===== config.mk =====
export PLATFORM = sky130hd
export DESIGN_NAME = read_mux
export DESIGN_NICKNAME = d
export VERILOG_FILES = /design/src/source/ppu_mem_pkg.sv /design/src/source/ppu_bus_pkg.sv /design/src/source/read_mux.sv
export VERILOG_INCLUDE_DIRS = /design/src /design/src/source
export SDC_FILE = /design/constraint.sdc
export NUM_CORES = 1
export LEC_CHECK = 0
export CELL_PAD_IN_SITES_DETAIL_PLACEMENT = 1
export CELL_PAD_IN_SITES_GLOBAL_PLACEMENT = 1
export CORE_MARGIN = 2
export CORE_UTILIZATION = 38
export DETAILED_ROUTE_END_ITERATION = 6
export DONT_BUFFER_PORTS = 1
export PLACE_DENSITY = 0.83
export SLEW_MARGIN = 20
export SYNTH_ARGS = -nofsm -noshare
export SYNTH_HDL_FRONTEND = slang
export SYNTH_SLANG_ARGS = --single-unit

===== constraint.sdc =====
create_clock -name vclk -period 1.47
set_input_delay 0.2205 -clock vclk [all_inputs]
set_output_delay 0.2205 -clock vclk [all_outputs]
set_load 0.005 [all_outputs]

===== src/source/ppu_settings.svh =====
// --------------------
// Frame timing, memory depths and
// the status version for the PPU CPU port
// --------------------

`ifndef PPU_SETTINGS_SVH
`define PPU_SETTINGS_SVH

// --------------------
// Beam timing

// Dots per scanline
`define PPU_H_DOTS 341
// Scanlines per frame
`define PPU_V_LINES 262

// --------------------
// Memories

`define PPU_VRAM_WORDS 32768
`define PPU_CGRAM_ENTRIES 256

// Low nibble of STAT78
`define PPU_VERSION 2

`endif

===== src/source/ppu_mem_pkg.sv =====
// --------------------
// Memory and datapath types
// --------------------

package ppu_mem_pkg;

    // VRAM word address and word
    typedef logic [14:0] vram_addr_t;
    typedef logic [15:0] vram_word_t;

    // Palette index and BGR555 color
    typedef logic [7:0]  cgram_addr_t;
    typedef logic [14:0] color_t;

    // Beam position
    typedef logic [8:0]  hv_count_t;

    // Multiplier operand and signed product
    typedef logic [15:0] m7_operand_t;
    typedef logic [23:0] mul_result_t;

endpackage


===== src/source/ppu_bus_pkg.sv =====
// --------------------
// Register bus types: operation codes
// and the data byte
// --------------------

package ppu_bus_pkg;

    // One code per register access on the CPU bus
    typedef enum logic [4:0] {
        B_NOP     = 5'd0,
        B_VMAIN   = 5'd1,
        B_VMADDL  = 5'd2,
        B_VMADDH  = 5'd3,
        B_VMDATAL = 5'd4,
        B_VMDATAH = 5'd5,
        B_RDVRAML = 5'd6,
        B_RDVRAMH = 5'd7,
        B_CGADD   = 5'd8,
        B_CGDATA  = 5'd9,
        B_RDCGRAM = 5'd10,
        B_M7A     = 5'd11,
        B_M7B     = 5'd12,
        B_MPYL    = 5'd13,
        B_MPYM    = 5'd14,
        B_MPYH    = 5'd15,
        B_SLHV    = 5'd16,
        B_OPHCT   = 5'd17,
        B_OPVCT   = 5'd18,
        B_STAT78  = 5'd19
    } b_op_t;

    // Write and read data on the bus
    typedef logic [7:0] bus_byte_t;

endpackage


===== src/source/read_mux.sv =====
// --------------------
// Read-data selector for the register bus
// --------------------

`timescale 1ns/1ps
`include "ppu_settings.svh"

module read_mux (
    input  ppu_bus_pkg::b_op_t        b_op,
    input  ppu_mem_pkg::vram_word_t   prefetch,
    input  ppu_bus_pkg::bus_byte_t    cg_byte,
    input  ppu_mem_pkg::mul_result_t  product,
    input  ppu_bus_pkg::bus_byte_t    hct_byte,
    input  ppu_bus_pkg::bus_byte_t    vct_byte,
    input  ppu_bus_pkg::bus_byte_t    stat_byte,
    output ppu_bus_pkg::bus_byte_t    rdata
);
    import ppu_bus_pkg::*;

    // Values are sampled before the read's own side effects land
    always_comb begin
        case (b_op)
            B_RDVRAML: rdata = prefetch[7:0];
            B_RDVRAMH: rdata = prefetch[15:8];
            B_RDCGRAM: rdata = cg_byte;
            B_MPYL:    rdata = product[7:0];
            B_MPYM:    rdata = product[15:8];
            B_MPYH:    rdata = product[23:16];
            B_OPHCT:   rdata = hct_byte;
            B_OPVCT:   rdata = vct_byte;
            B_STAT78:  rdata = stat_byte;
            default:   rdata = 8'h0;
        endcase
    end

endmodule


======== Yosys cells after proc, flatten, opt, wreduce, memory -nomap -nowiden ========
Cells that the tools add are included.
storage, ports and cells
  register bits ........................... 0
  word-level logic and storage cells ...... 10
  bits of input ports ..................... 77
  output and inout bits ................... 8
cells by class
  muxes and demuxes ....................... 1
  equal/unequal tests ..................... 9
operators by type and width
  cell                                                             number
  8-bit case mux with 9 select lines                               1
  5-bit by 4-bit == test with 1-bit output, second input constant  4
  5-bit == test, second input constant                             3
  5-bit by 3-bit == test with 1-bit output, second input constant  2

======== Depth between registers and ports, before layout ========
  depth after elaboration ................. 2
  depth in mapped cells ................... 6
  gate-level depth less buffers ........... 4

======== Worst setup path before layout ========
OpenSTA, ideal clock, no wires.
  path kind ............................... in2out
  from .................................... input port b_op[0]
  to ...................................... output port rdata[5]
  data required time ...................... 1.250 ns
  slack ................................... 0.014 ns
  buffers on the path ..................... 2
  arrival ................................. 1.236 ns
  cell stages on the path ................. 5
  cell sequence ........................... buf_2 -> buf_2 -> mux2_2 -> a22oi_1 -> nand2_1
on the way
  word-level cells in the longest chain between the ends .. 2
  elaborated cells on any way between the ends .. 10
  classes of those cells .................. eq/ne: 9; mux: 1
RTL lines
  element                                 line            text
  start: declaration                      read_mux.sv:9   input ppu_bus_pkg::b_op_t b_op,
  5-bit == test (tied with other cells)   read_mux.sv:22  case (b_op)
  8-bit case mux with 9 select lines (*)  read_mux.sv:22
  end: declaration                        read_mux.sv:16  output ppu_bus_pkg::bus_byte_t rdata
Mark *: on every way between the ends. The rest lies on a longest branch, timed or not.

======== Worst setup path in the final report ========
  from .................................... input port b_op[2]
  to ...................................... output port rdata[0]
The elaborated chain is that of the path after synthesis.

==> qor.csv <==
metric;value;unit
outcome;finished, final reports clean;
placed_cell_area;706.9;µm²
cp_max_fo;12;
die_height;47.06;µm
routed_wl;2191;µm
seq_cells;0;
report.final.slew_viol_count;0;
yosysTopAreaCell;mux2i_1;
post-route-period-util;0.9324;
ys_warn_count;0;
slew_headroom;0.7737;
drt_iter0_markers;11;
groute.usage.overall;0.1745;
antenna_found_initial;0;
hp-class;in -> out;
grt_pass1_wl;2939;µm
final_cells;110;
period_minus_slack;1.371;ns
comb_power_share;1.000;
swShare;0.3770;
seq_power_share;0;
syn_avg_cell_area;7.741;µm²
grt_start_max_net_pins;29;
ff_latch_area;0;µm²
power_density;171.2;mW/mm²
vias;744;
finish.instance_area;706.9;µm²
final_util;0.4094;
hpwl;1848;µm
cts_setup_buffers;0;
grt_pass1_vias;696;
crit_path_start_kind;input pin;
end_kind;output port;
synth_top_cells_by_count;mux2i_1, a21oi_1, nand2_1;
syn_area;704.4;µm²
tightest_slew;0.3375;ns
p_leak;0.2720;nW
drv_cap;0;
area_delta_synth_final;0.3552;%
dpl.cell_count;110;
p_clk_frac;0;
hold_ws;0.5510;ns
fin_nets;164;
fp.dieArea;0.002214;mm²
post-route-drc-count;0;
critPathSlowestCell;or3b_4;
max_freq;729.6;MHz
rsz0062_at_grt;false;
gp_congestion;0.6645;
setup-tns-final;0;ns
setup_viol;0;
worstPathArrival;1.15;ns
cts.hold.buffers_added;0;
port_buffers;0;
crit_family;simple AND/OR/NAND/NOR gates;
io-pin-count;85;
syn_nets;168;
p_switching;0.04561;mW
path_cells;or3b_4 -> nor3b_4 -> buf_4 -> a221oi_1 -> nand2_1;
worstPathRequired;1.25;ns
die_x;47.06;µm
wl_per_cell;19.92;µm
clock_buffers;0;
initial_utilization;0.4080;
synth.most_common_cell;mux2i_1;
netlist_instances;91;
peakVddDrop;0.05166;mV
detail_route.vias_per_cell;6.764;
rows;15;
num-fill-cells;225;
antenna_cells;0;
synth_top_area_frac;0.2131;
antenna_left;0;
synthTopCellsByArea;mux2i_1, mux2_2, nand3b_1;
cpPeakStageDelay;0.40;ns
worst-path-buf-inv;1;
synth_cell_type_count;28;
grt_overflow;0;
first_pass_iters;4;
drive_above_1_share;0.1882;
internal_power;0.07539;mW
core_region_area;0.001727;mm²
post_cts_resized;0;
hold_viol;0;
path_class;in -> out;
synth_seq_area_share;0;
-- final timing paths --
kind | start | to | slack, ns | cells past startpoint
worst max-delay path | b_op[2] | rdata[0] | 0.1 | 5
worst min-delay path | hct_byte[5] | rdata[5] | 0.55 | 2
-- cell type report --
type / count / area (µm²) / area share
Timing Repair Buffer: 2 / 15.01 / 0.02124
Multi-Input combinational cell: 83 / 660.6 / 0.9345
Tap cell: 25 / 31.28 / 0.04425
-- layout by cell type, fill, tap and decap left out --
cell and instances:
a21o_1 1, a21oi_1 10, a221o_1 1, a221oi_1 3, a22oi_1 3, and3b_4 1, and4bb_2 1, buf_4 2
mux2_2 7, mux2i_1 15, mux4_2 1, nand2_1 9, nand3_1 3, nand3b_1 8, nand4b_1 1, nand4bb_1 1
nor2_1 3, nor2b_1 1, nor2b_4 1, nor3b_1 1, nor3b_4 1, nor4bb_1 1, o2111ai_2 1, o21ai_0 4
o22ai_1 4, or3b_4 1
-- power by group through the flow --
stage / Sequential [mW] / Combinational (mW) / Clock, mW
after floorplan: 0 / 0.134 / 0
after global placement: 0 / 0.118 / 0
after detailed placement: 0 / 0.122 / 0
after CTS: 0 / 0.122 / 0
after global routing: 0 / 0.134 / 0
final: 0 / 0.121 / 0
-- metal layers --
metal | share of wire | track usage | routed length (µm) | vias to the layer above
met1 | 0.40 | 0.2210 | 874 | 351
met2 | 0.51 | 0.3233 | 1122 | 45
met5 | 0 | 0 | 0 | -
li1 | - | - | - | 346
met4 | 0.0087 | 0.01667 | 19 | 0
met3 | 0.080 | 0.02308 | 175 | 2
-- metrics by stage --
| stage | power [mW] | worst slack [ns] |
|---|---|---|
| 4_1_cts | 0.1221 | 0.1016 |
| 3_5_place_dp | 0.1220 | 0.1030 |
| 6_report | 0.1210 | 0.09937 |
| 3_3_place_gp | 0.1181 | 0.1250 |
| 5_1_grt | 0.1337 | 0.01406 |
| 2_1_floorplan | 0.1343 | 0.01373 |
-- cells by family after synthesis --
kind of cell | share of synthesized area
compound gates | 0.2504
buf+inv | 0.06215
mux | 0.3570
simple gates | 0.3304
(Power assumes the default switching activity.)
