--- config.mk ---
export PLATFORM = sky130hd
export DESIGN_NAME = cgram_port
export DESIGN_NICKNAME = d
export VERILOG_FILES = /design/src/source/ppu_mem_pkg.sv /design/src/source/ppu_bus_pkg.sv /design/src/source/cgram_port.sv
export VERILOG_INCLUDE_DIRS = /design/src /design/src/source
export SDC_FILE = /design/constraint.sdc
export NUM_CORES = 2
export LEC_CHECK = 0
export BUFFER_PORTS_ARGS = -buffer_cell sky130_fd_sc_hd__buf_2
export CAP_MARGIN = 25
export CORE_ASPECT_RATIO = 1.5
export CORE_UTILIZATION = 26
export CTS_CLUSTER_DIAMETER = 120
export DETAILED_ROUTE_END_ITERATION = 10
export GPL_ROUTABILITY_DRIVEN = 1
export MAX_ROUTING_LAYER = met4
export PLACE_DENSITY = 0.38
export SETUP_SLACK_MARGIN = 0.2
export SYNTH_ARGS = -nofsm -noshare
export SYNTH_HDL_FRONTEND = slang
export SYNTH_SLANG_ARGS = --single-unit
export TNS_END_PERCENT = 10
--- constraint.sdc ---
create_clock -name clk -period 3.2 [get_ports clk]
set_input_delay 0 -clock clk [delete_from_list [all_inputs] [get_ports clk]]
set_output_delay 0 -clock clk [all_outputs]
set_load 0.01 [all_outputs]
--- src/source/ppu_settings.svh ---
// --------------------
// Frame timing, memory depths and
// the status version for the PPU CPU port
// --------------------

`ifndef PPU_SETTINGS_SVH
`define PPU_SETTINGS_SVH

// --------------------
// Beam timing

// Dots per scanline
`define PPU_H_DOTS 341
// Scanlines per frame
`define PPU_V_LINES 262

// --------------------
// Memories

`define PPU_VRAM_WORDS 32768
`define PPU_CGRAM_ENTRIES 256

// Low nibble of STAT78
`define PPU_VERSION 2

`endif
--- src/source/ppu_mem_pkg.sv ---
// --------------------
// Memory and datapath types
// --------------------

package ppu_mem_pkg;

    // VRAM word address and word
    typedef logic [14:0] vram_addr_t;
    typedef logic [15:0] vram_word_t;

    // Palette index and BGR555 color
    typedef logic [7:0]  cgram_addr_t;
    typedef logic [14:0] color_t;

    // Beam position
    typedef logic [8:0]  hv_count_t;

    // Multiplier operand and signed product
    typedef logic [15:0] m7_operand_t;
    typedef logic [23:0] mul_result_t;

endpackage

--- src/source/ppu_bus_pkg.sv ---
// --------------------
// Register bus types: operation codes
// and the data byte
// --------------------

package ppu_bus_pkg;

    // One code per register access on the CPU bus
    typedef enum logic [4:0] {
        B_NOP     = 5'd0,
        B_VMAIN   = 5'd1,
        B_VMADDL  = 5'd2,
        B_VMADDH  = 5'd3,
        B_VMDATAL = 5'd4,
        B_VMDATAH = 5'd5,
        B_RDVRAML = 5'd6,
        B_RDVRAMH = 5'd7,
        B_CGADD   = 5'd8,
        B_CGDATA  = 5'd9,
        B_RDCGRAM = 5'd10,
        B_M7A     = 5'd11,
        B_M7B     = 5'd12,
        B_MPYL    = 5'd13,
        B_MPYM    = 5'd14,
        B_MPYH    = 5'd15,
        B_SLHV    = 5'd16,
        B_OPHCT   = 5'd17,
        B_OPVCT   = 5'd18,
        B_STAT78  = 5'd19
    } b_op_t;

    // Write and read data on the bus
    typedef logic [7:0] bus_byte_t;

endpackage

--- src/source/cgram_port.sv ---
// --------------------
// Palette RAM with byte-toggled access
// --------------------

`timescale 1ns/1ps
`include "ppu_settings.svh"

module cgram_port (
    input  logic                    clk,
    input  logic                    reset,
    input  logic                    cgadd_wr,
    input  logic                    cgdata_wr,
    input  logic                    cgread,
    input  ppu_bus_pkg::bus_byte_t  wdata,
    output ppu_bus_pkg::bus_byte_t  cg_byte
);
    import ppu_mem_pkg::*;

    color_t      pal [`PPU_CGRAM_ENTRIES];
    cgram_addr_t cg_addr;
    logic        cg_hi;
    color_t      cg_color;

    // Address and toggle form one 9-bit byte position
    always_ff @(posedge clk) begin
        if (reset) begin
            {cg_addr, cg_hi} <= 9'h0;
        end else if (cgadd_wr) begin
            {cg_addr, cg_hi} <= {wdata, 1'b0};
        end else if (cgdata_wr | cgread) begin
            {cg_addr, cg_hi} <= {cg_addr, cg_hi} + 9'h1;
        end
    end

    always_ff @(posedge clk) begin
        if (cgdata_wr) begin
            if (cg_hi) begin
                pal[cg_addr][14:8] <= wdata[6:0];
            end else begin
                pal[cg_addr][7:0] <= wdata;
            end
        end
    end

    assign cg_color = pal[cg_addr];
    // High byte has no bit 15
    assign cg_byte = cg_hi ? {1'b0, cg_color[14:8]} : cg_color[7:0];

endmodule

======== Word level (Yosys, flattened, before mapping) ========
Memory sizes are Yosys's and may differ from the RTL's. A register that Yosys moved wholly into a read port is not among the register bits.
Index checks and enable logic that the tools add are counted.
operators by class
  $add $sub $neg .......................... 1
  multiplexer cells ....................... 11
  bitwise gates (word level) .............. 1
  reduce and logical (&&, ||, !) cells .... 2
operators with widths
  cell                                                           count
  8-bit 2-to-1 mux                                               5
  9-bit by 1-bit adder with 9-bit output, second input constant  1
  1-bit 2-to-1 mux                                               6
  2-bit nonzero test                                             1
  2-bit OR reduction                                             1
  1-bit OR                                                       1
word-level totals
  bits in registers ....................... 9
  memory bits (writable) .................. 3840
  input bits .............................. 13
  output and inout bits ................... 8
  word-level logic and storage cells ...... 18
  memories kept ........................... 1
memories
  memory  words  width  rd ports  clocked after Yosys merged registers in  wr ports  line              source
  pal     256    15     1         1                                        1         cgram_port.sv:19  color_t pal [`PPU_CGRAM_ENTRIES];

======== Logic depth before layout (Yosys ltp) ========
  word-level depth ........................ 5
  mapped depth ............................ 13
  depth with buffers taken out ............ 8

======== Worst setup path after synthesis ========
No wires, ideal clock.
  path kind ............................... reg-to-output
  start ................................... register (tool-made name)
  end ..................................... output port cg_byte[0]
  arrival ................................. 2.273 ns
  data required time ...................... 3.200 ns
  slack ................................... 0.927 ns
  stages on the path, launching flop included .. 9
  path buffers ............................ 3
  cells stage by stage .................... dfxtp_1 buf_6 buf_8 buf_2 mux4_2 mux4_2 o22ai_1 nor2_1 and4_1
RTL lines
  item              line              source
  end: declaration  cgram_port.sv:15  output ppu_bus_pkg::bus_byte_t cg_byte

==> key figures <==
Synth
  – Adder-Cell Fraction of Synth Area: 0.0000824
  – Fraction of registers with async set/reset: 0
  – Largest cells by area after synthesis: edfxtp_1 (76%), mux4_2 (10%), mux2i_1 (3.3%)
  – Cell taking the most area after synthesis: edfxtp_1
  – Ys Warns: 0
  – Number of enable flip-flop cells after synthesis: 3840
  – Netlist Area Pre-Place: 152000 um^2
  – Post-Syn Instances: 7566
  – Yosys top cell area share: 0.759
  – Register area share after synthesis: 0.761
  – Avg Inst Size Synth: 20.1 um^2
  – Seq cells post-synth: 3857
  – Synth Area in Compound Gates: 0.0365
  – Mapped Nets: 7580
  – Number of library cell types mapped by synthesis: 80
  – Simple-gate share of the synthesized area: 0.0334
  – Largest family of logic cells by synthesized area: multiplexers
  – Synth Area in XOR/XNOR: 0.000346
  – Top_reg_cell synth: edfxtp_1
  – Multiplexer area fraction after synthesis: 0.146

Clock network
  – Clk sinks: 3857
  – Reg clk slew, reported paths: 0.06 ns
  – Depth of the CTS H-tree: 5
  – Clk Latency, worst-skew pair: 1.02 ns
  – Clk root buf: clkbuf_16
  – Clk buf depth: 4
  – TritonCTS clock tree: done
  – CTS Buf Count: 376

Pwr
  – Peak supply drop: 438 uV
  – Leak: 58.4 nW
  – Pwr dens: 587 nW/um^2
  – Power, Total: 0.110 W

Cells and area
  – Nets: 8985
  – Layout cells sized above 1: 0.328
  – Area growth syn-to-layout: 23.1%
  – Util after Layout: 0.321
  – Most frequent cells in the layout: edfxtp_1 (3840), buf_4 (1210), mux4_2 (693), nor2_1 (567), mux2i_1 (492)
  – Fin area: 187000 um^2
  – Most common cell after layout, fill and taps aside: edfxtp_1
  – Non-Filler Instances: 17.0k

Drt
  – Total number of vias: 79.3k
  – Detail Route Antenna Nets: 0
  – DR vias/cell: 4.65
  – Drt pass-1 iters: 7
  – DRT Wirelength: 514 mm
  – Wirelength per Cell: 30.1 um
  – DRC viols: 0
  – DR iter-0 viols: 5475

STA
  – Hold Fails Final Rpt: 0
  – Final worst slack: -1.59 ns
  – Slew Viols, Final: 0
  – Hold slack final: 0.00537 ns
  – Unrepaired setup endpoints after global routing: true
  – Slew margin rel.: 0.203
  – Final period util: 1.50
  – Final setup violation count: 8
  – Max Freq: 209 MHz
  – Worst-margin pin slew: 1.20 ns
  – Final Skew: 0.0729 ns
  – Fin crit period: 4.79 ns

Placed design
  – Placed cells: 16.2k
  – GPL Wtd Cong: 0.868
  – Placed Area: 171000 um^2
  – Port bufs: 20
  – Placed wire-length estimate: 345 mm

Outcome
  – Failing checks: setup timing
  – Status: finished, violations left

Floorplanning
  – Die Ht: 938 um
  – Die width: 626 um
  – Initial Utilization: 0.261
  – Core Footprint: 582000 um^2
  – Die area: 587000 um^2
  – # IOs: 21
  – # rows: 343

Critical path
  – Critical path capture point type: output port
  – Type of the worst setup path: flip-flop to output port
  – Crit path launch type: flip-flop
  – Critical path arrival: 4.79 ns
  – Crit path max fanout: 11
  – CP Data Required Time: 3.20 ns

Hold path
  – Hold Path Class: primary input to flip-flop

Global routing
  – Largest net degree at the start of global routing: 125
  – Vias in the first global route: 84.7k
  – Gr usage total: 0.177
  – Initial antenna violation count: 22
  – First-pass GRT wire length: 707 mm
  – Grt total ovfl: 0

Run
  – Reported max-cap violation count: 0
[critical path, cell delays in order, from the launching register on]
cell and delay [ns]:
dfxtp_4 0.34, buf_12 0.15, buf_12 0.14, buf_16 0.15, buf_8 0.16, buf_4 0.17
mux4_2 0.42, o22ai_2 0.12, nor4_4 0.39, nand4_1 0.48, nand4_1 0.57, buf_4 0.19
and3_4 0.23, buf_12 0.10, buf_4 0.10
[metal layers]
layer | GRT usage | routed length, um
met1 | 0.195 | 195000
met2 | 0.335 | 286000
met3 | 0.0157 | 15100
met4 | 0.0511 | 17700
met5 | - | 0
[logic make-up after synthesis]
family | after synthesis
flip-flops | 3857
multiplexers | 1286
AND/OR/NAND/NOR | 1143
AO/OA/AOI/OAI | 783
buffers and inverters | 490
XOR/XNOR | 6
adder cells (fa/ha/maj) | 1
[flip-flops by register name, summed over array words and instances, names as in the netlist, named ones only]
signal and count:
pal 3840, cg_hi 1, cg_addr 8
[path summary, 6_finish.rpt]
| kind | from | to | slack, ns | cells after the start |
|---|---|---|---|---|
| worst min register to register | cg_addr[7] | flip-flop | 0.73 | 3 |
| worst max register to register | cg_hi | pal[104][5] | 0.31 | 9 |
| worst max-delay path | flip-flop | cg_byte[5] | -1.59 | 14 |
| worst min-delay path | wdata[2] | pal[17][2] | 0.005 | 2 |
[synth_stat cells, drive strengths merged (4+ instances only)]
cell / n
nor3: 153
a2111o: 7
nand4: 32
a31oi: 8
o221ai: 165
dfxtp: 17
buf: 290
nand2: 150
nand2b: 9
o22ai: 179
and3: 23
nor2b: 22
mux2i: 502
a22o: 9
a221oi: 14
nor2: 618
mux2: 53
a22oi: 21
nand3: 41
clkbuf: 195
and4: 5
nor4: 31
o2111a: 6
a211o: 8
o32ai: 8
inv: 4
or3: 5
o31ai: 10
and2: 31
a211oi: 59
o21ai: 136
edfxtp: 3840
a41o: 5
a2111oi: 18
a21oi: 116
mux4: 731
[stage by stage]
step	setup slack, ns	TNS [ns]
final	-1.59	-11.56
after CTS	-1.71	-12.81
after global routing	-1.60	-12.14
after floorplan	0.927	0
after detailed placement	-1.41	-12.75
after global placement	-1.66	-13.04
[power breakdown]
group | switching (W) | total, W | internal [W]
clock network | 0.0197 | 0.0465 | 0.0267
registers | 0.0000307 | 0.0556 | 0.0556
logic | 0.00463 | 0.00777 | 0.00314
total | 0.0244 | 0.110 | 0.0854
[area by class of cell]
| type | instances | area (um^2) |
|---|---|---|
| Clock buffer | 445 | 9860 |
| Timing Repair Buffer | 1512 | 14800 |
| Fill cell | 56300 | 395000 |
| Clock inverter | 236 | 2700 |
| Multi-Input combinational cell | 3219 | 34200 |
| Antenna cell | 8 | 20.0 |
| Tap cell | 7762 | 9710 |
| Inverter | 5 | 33.8 |
| Sequential cell | 3857 | 116000 |
[what timing repair did]
action / CTS / global route
setup buffers: 74 / 27
hold endpoints to repair: 3071 / 0
hold buffers: 19 / 0
endpoints found under the setup margin: 356 / 417
gates resized for setup: 276 / 103
cloned: 13 / 2
pin swaps: 46 / 29
(Power assumes the default switching activity.)
