<file path="src/source/ppu_settings.svh">
// --------------------
// Frame timing, memory depths and
// the status version for the PPU CPU port
// --------------------

`ifndef PPU_SETTINGS_SVH
`define PPU_SETTINGS_SVH

// --------------------
// Beam timing

// Dots per scanline
`define PPU_H_DOTS 341
// Scanlines per frame
`define PPU_V_LINES 262

// --------------------
// Memories

`define PPU_VRAM_WORDS 32768
`define PPU_CGRAM_ENTRIES 256

// Low nibble of STAT78
`define PPU_VERSION 2

`endif
</file>
<file path="src/source/ppu_bus_pkg.sv">
// --------------------
// Register bus types: operation codes
// and the data byte
// --------------------

package ppu_bus_pkg;

    // One code per register access on the CPU bus
    typedef enum logic [4:0] {
        B_NOP     = 5'd0,
        B_VMAIN   = 5'd1,
        B_VMADDL  = 5'd2,
        B_VMADDH  = 5'd3,
        B_VMDATAL = 5'd4,
        B_VMDATAH = 5'd5,
        B_RDVRAML = 5'd6,
        B_RDVRAMH = 5'd7,
        B_CGADD   = 5'd8,
        B_CGDATA  = 5'd9,
        B_RDCGRAM = 5'd10,
        B_M7A     = 5'd11,
        B_M7B     = 5'd12,
        B_MPYL    = 5'd13,
        B_MPYM    = 5'd14,
        B_MPYH    = 5'd15,
        B_SLHV    = 5'd16,
        B_OPHCT   = 5'd17,
        B_OPVCT   = 5'd18,
        B_STAT78  = 5'd19
    } b_op_t;

    // Write and read data on the bus
    typedef logic [7:0] bus_byte_t;

endpackage

</file>
<file path="src/source/ppu_reg_decode.sv">
// --------------------
// Register bus decoder, one strobe per effect
// --------------------

`timescale 1ns/1ps

module ppu_reg_decode (
    input  logic                cpu_en,
    input  ppu_bus_pkg::b_op_t  b_op,
    output logic                vmain_wr,
    output logic                vaddr_lo_wr,
    output logic                vaddr_hi_wr,
    output logic                vdata_lo_wr,
    output logic                vdata_hi_wr,
    output logic                vread_lo,
    output logic                vread_hi,
    output logic                cgadd_wr,
    output logic                cgdata_wr,
    output logic                cgread,
    output logic                m7a_wr,
    output logic                m7b_wr,
    output logic                hv_latch,
    output logic                hct_read,
    output logic                vct_read,
    output logic                stat_read
);
    import ppu_bus_pkg::*;

    always_comb begin
        {vmain_wr, vaddr_lo_wr, vaddr_hi_wr, vdata_lo_wr, vdata_hi_wr} = '0;
        {vread_lo, vread_hi, cgadd_wr, cgdata_wr, cgread} = '0;
        {m7a_wr, m7b_wr, hv_latch, hct_read, vct_read, stat_read} = '0;
        if (cpu_en) begin
            case (b_op)
                B_VMAIN:   vmain_wr = 1'b1;
                B_VMADDL:  vaddr_lo_wr = 1'b1;
                B_VMADDH:  vaddr_hi_wr = 1'b1;
                B_VMDATAL: vdata_lo_wr = 1'b1;
                B_VMDATAH: vdata_hi_wr = 1'b1;
                B_RDVRAML: vread_lo = 1'b1;
                B_RDVRAMH: vread_hi = 1'b1;
                B_CGADD:   cgadd_wr = 1'b1;
                B_CGDATA:  cgdata_wr = 1'b1;
                B_RDCGRAM: cgread = 1'b1;
                B_M7A:     m7a_wr = 1'b1;
                B_M7B:     m7b_wr = 1'b1;
                B_SLHV:    hv_latch = 1'b1;
                B_OPHCT:   hct_read = 1'b1;
                B_OPVCT:   vct_read = 1'b1;
                B_STAT78:  stat_read = 1'b1;
                // Product reads and NOP have no side effect
                default: ;
            endcase
        end
    end

endmodule

</file>
<file path="config.mk">
export PLATFORM = sky130hd
export DESIGN_NAME = ppu_reg_decode
export DESIGN_NICKNAME = d
export VERILOG_FILES = /design/src/source/ppu_settings.svh /design/src/source/ppu_bus_pkg.sv /design/src/source/ppu_reg_decode.sv
export SDC_FILE = /design/constraint.sdc
export NUM_CORES = 1
export LEC_CHECK = 0
export ABC_CLOCK_PERIOD_IN_PS = 800
export BUFFER_PORTS_ARGS = -buffer_cell sky130_fd_sc_hd__buf_4
export CAP_MARGIN = 20
export CORE_AREA = 2 2 39 41
export DETAILED_ROUTE_END_ITERATION = 8
export DIE_AREA = 0 0 41 43
export PLACE_DENSITY = 0.55
export REMOVE_ABC_BUFFERS = 1
export SLEW_MARGIN = 10
export SYNTH_ARGS = -nofsm -noshare
export SYNTH_HDL_FRONTEND = slang
export SYNTH_SLANG_ARGS = --single-unit
</file>
<file path="constraint.sdc">
create_clock -name vclk -period 0.8
set_input_delay 0.08 -clock vclk [all_inputs]
set_output_delay 0.08 -clock vclk [all_outputs]
set_load 0.01 [all_outputs]
</file>
== Word-level counts from Yosys, hierarchy flattened ==
Index checks and enable logic that the tools add are counted.

* Flip-flop bits (word level): 0
* Output and inout bits: 16

* Equality and inequality tests: 16
* Mux-type cells: 32

{| class="wikitable"
|+ Operator list
! cell !! number
|-
| 2-to-1 mux 1 bit || 32
|-
| equality test 5 x 4 -> 1 bit, second input constant || 5
|-
| equality test 5 x 3 -> 1 bit, second input constant || 4
|-
| equality test 5 bit, second input constant || 4
|-
| equality test 5 x 2 -> 1 bit, second input constant || 2
|-
| equality test 5 x 1 -> 1 bit, second input constant || 1
|}

== Depth between registers and ports, before layout ==
Gate-level depths: netlist of the first run.

* Word-level depth: 3
* Depth in mapped cells: 3
* Mapped depth without buffers: 2

== Least setup slack after synthesis of the first run ==
Ideal clock, no wire load.

* Path type: input to output
* Start point: in b_op[0]
* End point: out vaddr_lo_wr
* Arrival: 0.697 ns
* Required time: 0.720 ns
* Path slack: 0.023 ns
* Stages on the path: 3
* Path buffers: 1
* Path through: buf_6 -> nand4bb_1 -> nor3_1

* Word-level cells in the longest chain between the ends: 3

{| class="wikitable"
|+ Ends and longest elaborated chain
! what !! RTL line !! RTL
|-
| from (decl) || ppu_reg_decode.sv:9 || <nowiki>input ppu_bus_pkg::b_op_t b_op,</nowiki>
|-
| equality test 5 x 2 -> 1 bit || ppu_reg_decode.sv:34 || <nowiki>case (b_op)</nowiki>
|-
| 2-to-1 mux 1 bit || ppu_reg_decode.sv:34 ||
|-
| 2-to-1 mux 1 bit || ppu_reg_decode.sv:33 || <nowiki>if (cpu_en) begin</nowiki>
|-
| to (decl) || ppu_reg_decode.sv:11 || <nowiki>output logic vaddr_lo_wr,</nowiki>
|}

No other way between the ends.

== Final worst setup path of the first run ==
* Start point: in b_op[4]
* End point: out cgdata_wr

* Word-level cells in the longest chain between the ends: 3

{| class="wikitable"
|+ Ends and longest elaborated chain
! what !! RTL line !! RTL
|-
| equality test 5 x 4 -> 1 bit || ppu_reg_decode.sv:34 ||
|-
| 2-to-1 mux 1 bit || ppu_reg_decode.sv:34 ||
|-
| 2-to-1 mux 1 bit || ppu_reg_decode.sv:33 ||
|-
| to (decl) || ppu_reg_decode.sv:18 || <nowiki>output logic cgdata_wr,</nowiki>
|}

No other way between the ends.

==> flow_metrics.tcl, run 1 <==
set metrics [dict create \
    syn_area_sq_um 217.7 \
    die_w_um 41 \
    tightest_slew_ns 0.2026 \
    vias_per_cell 4.411 \
    finalNonFillerCells 73 \
    core-area_sq_um 1384 \
    grt-ovfl-total 0 \
    die-height_um 43 \
    nClkBuffers 0 \
    fin_crit_sh_pct 104.3 \
    dp_cells 73 \
    synth_cells 27 \
    fill_cells 135 \
    drt-initial-drc-count 1 \
    placementRows 14 \
    dp_hpwl_um 572.4 \
    finalCriticalPeriod_ns 0.8346 \
    synth_top_cell_area_share_pct 12.64 \
    ir_drop_mv 0.2021 \
    area_delta_synth_final_pct 190.8 \
    grt_usage_pct 8.517 \
    port_buffers 22 \
    slew_headroom_pct 86.42 \
    critPathKind "input port to output pin" \
    synth.most_common_cell "nor2_1" \
    synth_compound_area_share_pct 0 \
    regArea_sq_um 0 \
    hold_class "input port to output pin" \
    power_mw 0.2331 \
    synth_area_per_cell_sq_um 8.063 \
    fmax_ghz 1.198 \
    yosys.area.top_type "nand4bb_4" \
    yosysSeqAreaShare_pct 0 \
    globalplace.congestion 0.7280 \
    maxCapViolCount 0 \
    synth_mux_area_share_pct 0 \
    cp_data_arrival_time_ns 0.75 \
    worst_slack_ns -0.03461 \
    drv_slew 0 \
    ios 22 \
    grt_pass1_vias 283 \
    vias 322 \
    setup_violations 3 \
    post-place-ws_ns -0.07784 \
    grt_max_degree 8 \
    p_per_area_nw_per_um2 368.2 \
    rsz0062_at_grt "true" \
    antenna_cells 0 \
    end_kind "output pin" \
    cp_max_fo 4 \
    yosys-top-cells-count "nor2_1, nor3_1" \
    dieArea_sq_um 1763 \
    ant_nets 0 \
    status "complete, but fails checks" \
    cp.required_ns 0.72 \
    synthSimpleGateAreaFrac_pct 89.66 \
    setup.worst_path.start "b_op[4]" \
    finalNetCount 65 \
    drive_gt1_share_pct 87.72 \
    synth_top_family_by_area "simple AND/OR/NAND/NOR gates" \
    first_pass_iters 3 \
    hold_buffers 0 \
    netlist_top_cells_area "nand4bb_4, nor2_1, nor3b_2" \
    wire_per_inst_um 10.48 \
    grt_pass1_wl_um 1138 \
    ys_warn_count 0 \
    violations "setup timing" \
    grt_antenna_before_repair 0 \
    initial_utilization_pct 15.73 \
    hold_violations 0 \
    wl_um 765 \
    drc 0 \
    yosys.area_share.adder_pct 0 \
    endpoint "cgdata_wr" \
    synth_xor_area_share_pct 0 \
    synthDistinctLibCells 13 \
    design.seq.count 0 \
    leakage_nw 0.2645 \
    cp-start-kind "input port" \
]
[layout make-up]
class,count,area [sq um],share of cell area (%)
Multi-Input combinational cell,25,302.8,47.83
Tap cell,16,20.02,3.162
Timing Repair Buffer,32,310.3,49.01
[timing repair]
action                                  4_1_cts  5_1_grt
endpoints found under the setup margin       14       15
gates resized for setup                      13       21
pin swaps                                     8        6
setup buffers                                 0        0
[cell families after synthesis]
logic type	after synthesis
buffers and inverters	2
and+or+nand+nor	25
[report_power, final]
| part | leakage, nW | switching, mW | internal (mW) |
|---|---|---|---|
| registers | 0 | 0 | 0 |
| logic | 0.265 | 0.0961 | 0.137 |
| clock network | 0 | 0 | 0 |
[stage by stage]
step | utilization, % | hold WS, ns | setup TNS [ns] | cell area [sq um]
final | 45.75 | 0.4391 | -0.07971 | 633.1
after global routing | 45.75 | 0.4513 | -0.3849 | 633.1
after CTS | 38.52 | 0.4496 | -0.3857 | 533.0
after detailed placement | 32.91 | 0.4658 | -0.7007 | 455.4
after global placement | 32.91 | 0.4688 | -0.7005 | 455.4
after floorplan | - | 0.1930 | 0 | 195.2
[how the worst min path moves through the flow]
stage	end	cells past startpoint	from	slack, ns
3_5_place_dp	hv_latch	3	b_op[0]	0.47
4_1_cts	hv_latch	3	b_op[0]	0.45
3_3_place_gp	hv_latch	3	b_op[0]	0.47
2_1_floorplan	cgdata_wr	1	b_op[1]	0.19
6_report	hv_latch	3	b_op[0]	0.44
5_1_grt	hv_latch	3	b_op[0]	0.45
[critical path, cell delays in order]
cell	delay (ns)
buf_8	0.10
nand4bb_4	0.25
nor3b_2	0.18
buf_4	0.14
[layer usage]
| layer | share of wire, % | vias to the layer above | GRT usage, % | wire length (um) |
|---|---|---|---|---|
| met1 | 41 | 149 | 11.50 | 314 |
| met4 | 0 | 0 | 0 | 0 |
| met5 | 0 | - | 0 | 0 |
| met3 | 6.8 | 0 | 0.5236 | 52 |
| met2 | 52 | 13 | 15.00 | 398 |
| li1 | - | 160 | - | - |
[cell usage in the layout, fill, tap and decap left out]
| cell | n |
|---|---|
| buf_6 | 4 |
| nand4b_1 | 1 |
| nor4_4 | 3 |
| nand2b_4 | 3 |
| nor3b_2 | 2 |
| nand4bb_4 | 3 |
| buf_12 | 2 |
| nor3_2 | 4 |
| nor2_2 | 3 |
| buf_8 | 4 |
| nor2_1 | 4 |
| nand2_1 | 2 |
| buf_4 | 22 |
Power figures use the tool's default switching activity.
==> run 2, diff against run 1 <==
==> constraint.sdc (replaced) <==
create_clock -name vclk -period 0.8
set_input_delay 0.16 -clock vclk [all_inputs]
set_output_delay 0.16 -clock vclk [all_outputs]
set_load 0.01 [all_outputs]
==> run 2 against run 1 <==
The run still ends with setup timing left. Design area grew 5.1%. Largest power group unchanged. Hold slack gained 0.16 ns. Critical path depth is the same. Global-route usage grew 0.20 points. Sequential cell count is the same. Combinational power grew 6%. Sequential share of layout area is the same. Utilization grew 2.4 points. Non-clock buffer count grew 1.
==> flow_metrics.tcl, run 2 (same netlist as run 1, synthesis figures left out) <==
set metrics [dict create \
    status "complete, but fails checks" \
    violations "setup timing" \
    cp.buffers_inverters 2 \
    design.seq.count 0 \
    ios 22 \
    cp_data_arrival_time_ns 0.83 \
    finalNetCount 66 \
    drv_slew 0 \
    finalNonFillerCells 74 \
    die_w_um 41 \
    hold_violations 0 \
    ir_drop_mv 0.1890 \
    vias 334 \
    cp_max_fo 4 \
    fin_crit_sh_pct 123.9 \
    fill_cells 129 \
    post_dp_cell_area_sq_um 455.4 \
    wire_per_inst_um 11.57 \
    dp_hpwl_um 584.5 \
    slowest_delay_ns 0.25 \
    critPathKind "input port to output pin" \
    nClkBuffers 0 \
    vias_per_cell 4.514 \
    cp-start-kind "input port" \
    slew_headroom_pct 87.42 \
    drc 0 \
    port_buffers 22 \
    ant_nets 0 \
    area_delta_synth_final_pct 205.7 \
    min_from "b_op[0]" \
    placementRows 14 \
    finalCriticalPeriod_ns 0.9915 \
    whs_endpoint "hv_latch" \
    end_kind "output pin" \
    grt_usage_pct 8.717 \
    setup_violations 16 \
    antenna_cells 0 \
    die-height_um 43 \
    leakage_nw 0.2721 \
    grt-ovfl-total 0 \
    dieArea_sq_um 1763 \
    whs_ns 0.6001 \
    whs_path_depth 3 \
    p_per_area_nw_per_um2 371.5 \
    globalplace.congestion 0.7281 \
    first_pass_iters 1 \
    core-area_sq_um 1384 \
    worst_slack_ns -0.1915 \
    final_common_cell "buf_4" \
    initial_utilization_pct 15.73 \
    hold_class "input port to output pin" \
    grt_max_degree 8 \
    crit_family "simple AND/OR/NAND/NOR gates" \
    grt_pass1_vias 307 \
    cp_cell_sequence "buf_8 -> nand4bb_4 -> nor3b_2 -> buf_4" \
    fmax_ghz 1.009 \
    rsz0062_at_grt "true" \
    grt_antenna_before_repair 0 \
    wl_um 856 \
    maxCapViolCount 0 \
    drt-initial-drc-count 0 \
    cp.required_ns 0.64 \
    stdcell_area_sq_um 665.6 \
    dp_cells 73 \
    tightest_slew_ns 0.1873 \
    post-place-ws_ns -0.2409 \
    final_cell_mix "buf_4, buf_6, buf_8" \
    grt_pass1_wl_um 1159 \
    drive_gt1_share_pct 89.66 \
    critPathSlowestCell "nand4bb_4" \
    regArea_sq_um 0 \
]
==> run 2: cell types whose count changed in the layout (fill, tap and decap cells not counted) <==
| cell | delta |
|---|---|
| buf_6 | +4 |
| nor3_2 | -1 |
| buf_4 | -3 |
| nor2_4 | +2 |
| nor3_1 | +1 |
| nor2_1 | -2 |
==> run 2: cell type report <==
| class | count | area, sq um | share of cell area, % |
|---|---|---|---|
| Timing Repair Buffer | 33 | 332.8 | 50.00 |
| Multi-Input combinational cell | 25 | 312.8 | 46.99 |
| Tap cell | 16 | 20.02 | 3.008 |
==> run 2: through the flow <==
step	power, mW	util [%]	TNS [ns]
3_5_place_dp	0.1480	32.91	-3.185
5_1_grt	0.2614	48.10	-2.978
4_1_cts	0.2206	44.03	-2.321
2_1_floorplan	0.04275	-	-0.1455
6_report	0.2473	48.10	-2.371
3_3_place_gp	0.1471	32.91	-3.235
==> run 2: worst max-delay path by stage <==
stage	from	to	slack (ns)	depth (start not counted)
after floorplan	b_op[3]	vdata_lo_wr	-0.1	2
after global routing	b_op[3]	vaddr_hi_wr	-0.24	4
final	b_op[4]	cgread	-0.19	4
after detailed placement	b_op[0]	vaddr_lo_wr	-0.24	4
after global placement	b_op[0]	vaddr_lo_wr	-0.24	4
after CTS	b_op[4]	cgread	-0.20	4
==> run 2: per-layer routing <==
metal,part of all wire [%],up-vias,track usage (%)
met4,0,0,0
met2,55,13,15.94
met3,6.3,0,0.5236
met1,39,158,11.18
li1,-,163,-
met5,0,-,0
==> run 2: report_power, final <==
| part | switching [mW] | internal, mW |
|---|---|---|
| Combinational | 0.103 | 0.145 |
| Clock | 0 | 0 |
| Sequential | 0 | 0 |
| Total | 0.103 | 0.145 |
==> run 2: tightest hold or removal path: stages <==
cell and delay, ns:
buf_12 0.10, nor4_4 0.04, buf_4 0.13
==> run 2: timing repair <==
item	in CTS	in global routing
pin swaps	11	6
hold buffers	0	0
resized for setup	29	11
setup endpoints to repair	16	16
cloned	0	0
buffers inserted	1	0
==> run 3, diff against run 2 <==
--- a/config.mk
+++ b/config.mk
@@ -8,10 +8,13 @@
 export ABC_CLOCK_PERIOD_IN_PS = 800
 export BUFFER_PORTS_ARGS = -buffer_cell sky130_fd_sc_hd__buf_4
 export CAP_MARGIN = 20
+export CELL_PAD_IN_SITES_DETAIL_PLACEMENT = 2
+export CELL_PAD_IN_SITES_GLOBAL_PLACEMENT = 2
 export CORE_AREA = 2 2 39 41
 export DETAILED_ROUTE_END_ITERATION = 8
 export DIE_AREA = 0 0 41 43
-export PLACE_DENSITY = 0.55
+export PLACE_DENSITY = 0.91
+export RECOVER_POWER = 100
 export REMOVE_ABC_BUFFERS = 1
 export SLEW_MARGIN = 10
 export SYNTH_ARGS = -nofsm -noshare
==> run 3 against run 2 <==
The run still ends with setup timing left. Clock-buffer cell count stayed put. Routed wire length is 40% higher. Non-clock buffer count rose by 1. Design area rose by 0.19%.
==> flow_metrics.tcl, run 3 (same netlist as run 1, synthesis figures left out) <==
set metrics [dict create \
    nClkBuffers 0 \
    dp_hpwl_um 730.4 \
    power_mw 0.2539 \
    die-height_um 43 \
    area_delta_synth_final_pct 206.3 \
    fin_crit_sh_pct 127.7 \
    fill_cells 150 \
    wl_um 1202 \
    min_from "b_op[1]" \
    placementRows 14 \
    fmax_ghz 0.9791 \
    maxCapViolCount 0 \
    final_cell_mix "buf_4, buf_6, nor3_2, buf_8" \
    die_w_um 41 \
    design.seq.count 0 \
    cp_data_arrival_time_ns 0.86 \
    hold_class "input port to output pin" \
    drc 0 \
    swShare_pct 43.78 \
    p_seq_share_pct 0 \
    core-area_sq_um 1384 \
    status "complete, but fails checks" \
    whs_path_depth 3 \
    drv_slew 0 \
    grt_pass1_vias 328 \
    finalNetCount 67 \
    grt_max_degree 7 \
    ir_drop_mv 0.2023 \
    drt-initial-drc-count 0 \
    hold_buffers 0 \
    vias_per_cell 4.600 \
    hold_violations 0 \
    globalplace.congestion 0.6499 \
    critPathKind "input port to output pin" \
    clkPwrFrac_pct 0 \
    end_kind "output pin" \
    power_switching_mw 0.1112 \
    grt_pass1_wl_um 1476 \
    finalNonFillerCells 75 \
    vias 345 \
    rsz0062_at_grt "true" \
    finalCriticalPeriod_ns 1.021 \
    first_pass_iters 1 \
    tightest_slew_ns 0.1965 \
    p_per_area_nw_per_um2 380.8 \
    ios 22 \
    dp_cells 73 \
    final_common_cell "buf_4" \
    port_buffers 22 \
    p_int_mw 0.1428 \
    grt_usage_pct 11.69 \
    whs_endpoint "vdata_lo_wr" \
    antenna_cells 0 \
    cp_max_fo 6 \
    slew_headroom_pct 86.80 \
    regArea_sq_um 0 \
    violations "setup timing" \
    drive_gt1_share_pct 89.83 \
    dieArea_sq_um 1763 \
    ant_nets 0 \
    p_comb_share_pct 100.0 \
    cp.required_ns 0.64 \
    grt-ovfl-total 0 \
    wire_per_inst_um 16.03 \
    initial_utilization_pct 15.73 \
    grt_antenna_before_repair 0 \
    setup_violations 16 \
    worst_slack_ns -0.2213 \
    cp-start-kind "input port" \
    leakage_nw 0.2740 \
]
[run 3: cell count changes in the layout (fill, tap and decap cells not counted)]
cell | before | now
buf_12 | 2 | 1
buf_4 | 19 | 20
nor3_1 | 1 | 0
nor2_1 | 2 | 3
nor3_2 | 3 | 4
nor2_2 | 3 | 2
buf_6 | 8 | 9
[run 3: worst max-delay path, cell delays in order]
cell and delay, ns:
buf_8 0.11, nand4bb_4 0.27, nor3_2 0.19, buf_4 0.14
[run 3: metrics by stage]
| stage | utilization, % | worst slack (ns) | area (sq um) | setup TNS, ns | hold slack [ns] |
|---|---|---|---|---|---|
| 4_1_cts | 41.95 | -0.2212 | 580.6 | -2.781 | 0.6152 |
| 5_1_grt | 48.19 | -0.2506 | 666.9 | -3.235 | 0.6204 |
| 6_report | 48.19 | -0.2213 | 666.9 | -2.625 | 0.6107 |
| 3_5_place_dp | 32.91 | -0.3018 | 455.4 | -3.419 | 0.6274 |
| 2_1_floorplan | - | -0.09997 | 195.2 | -0.1455 | 0.3530 |
| 3_3_place_gp | 32.91 | -0.2484 | 455.4 | -3.221 | 0.6204 |
[run 3: final cells by class]
cell class         instances  area (sq um)  area share (%)
repair buffers            34         331.6           49.72
well taps                 16         20.02           3.002
multi-input cells         25         315.3           47.28
[run 3: worst max path at each step]
stage / from / end / slack [ns] / cells past startpoint
5_1_grt: b_op[3] / vmain_wr / -0.25 / 4
3_3_place_gp: b_op[3] / vdata_lo_wr / -0.25 / 4
6_report: b_op[3] / vmain_wr / -0.22 / 4
4_1_cts: b_op[3] / vaddr_hi_wr / -0.22 / 4
2_1_floorplan: b_op[3] / vdata_lo_wr / -0.1 / 2
3_5_place_dp: b_op[3] / vdata_lo_wr / -0.30 / 4
[run 3: layer usage]
layer	routed length [um]	GRT usage, %	share of wire (%)
met1	390	12.97	32
met2	761	23.75	63
met3	50	0	4.2
met4	0	0	0
met5	0	0	0
[run 3: what timing repair did]
action | CTS | global route
buffers inserted | 2 | 0
pin swaps | 7 | 8
cloned | 0 | 0
setup endpoints to repair | 16 | 16
resized for setup | 22 | 18
[run 3: power by group through the flow]
stage | Combinational, mW | Sequential, mW | Clock, mW
after floorplan | 0.0428 | 0 | 0
after global placement | 0.146 | 0 | 0
after detailed placement | 0.151 | 0 | 0
after CTS | 0.215 | 0 | 0
after global routing | 0.267 | 0 | 0
final | 0.254 | 0 | 0
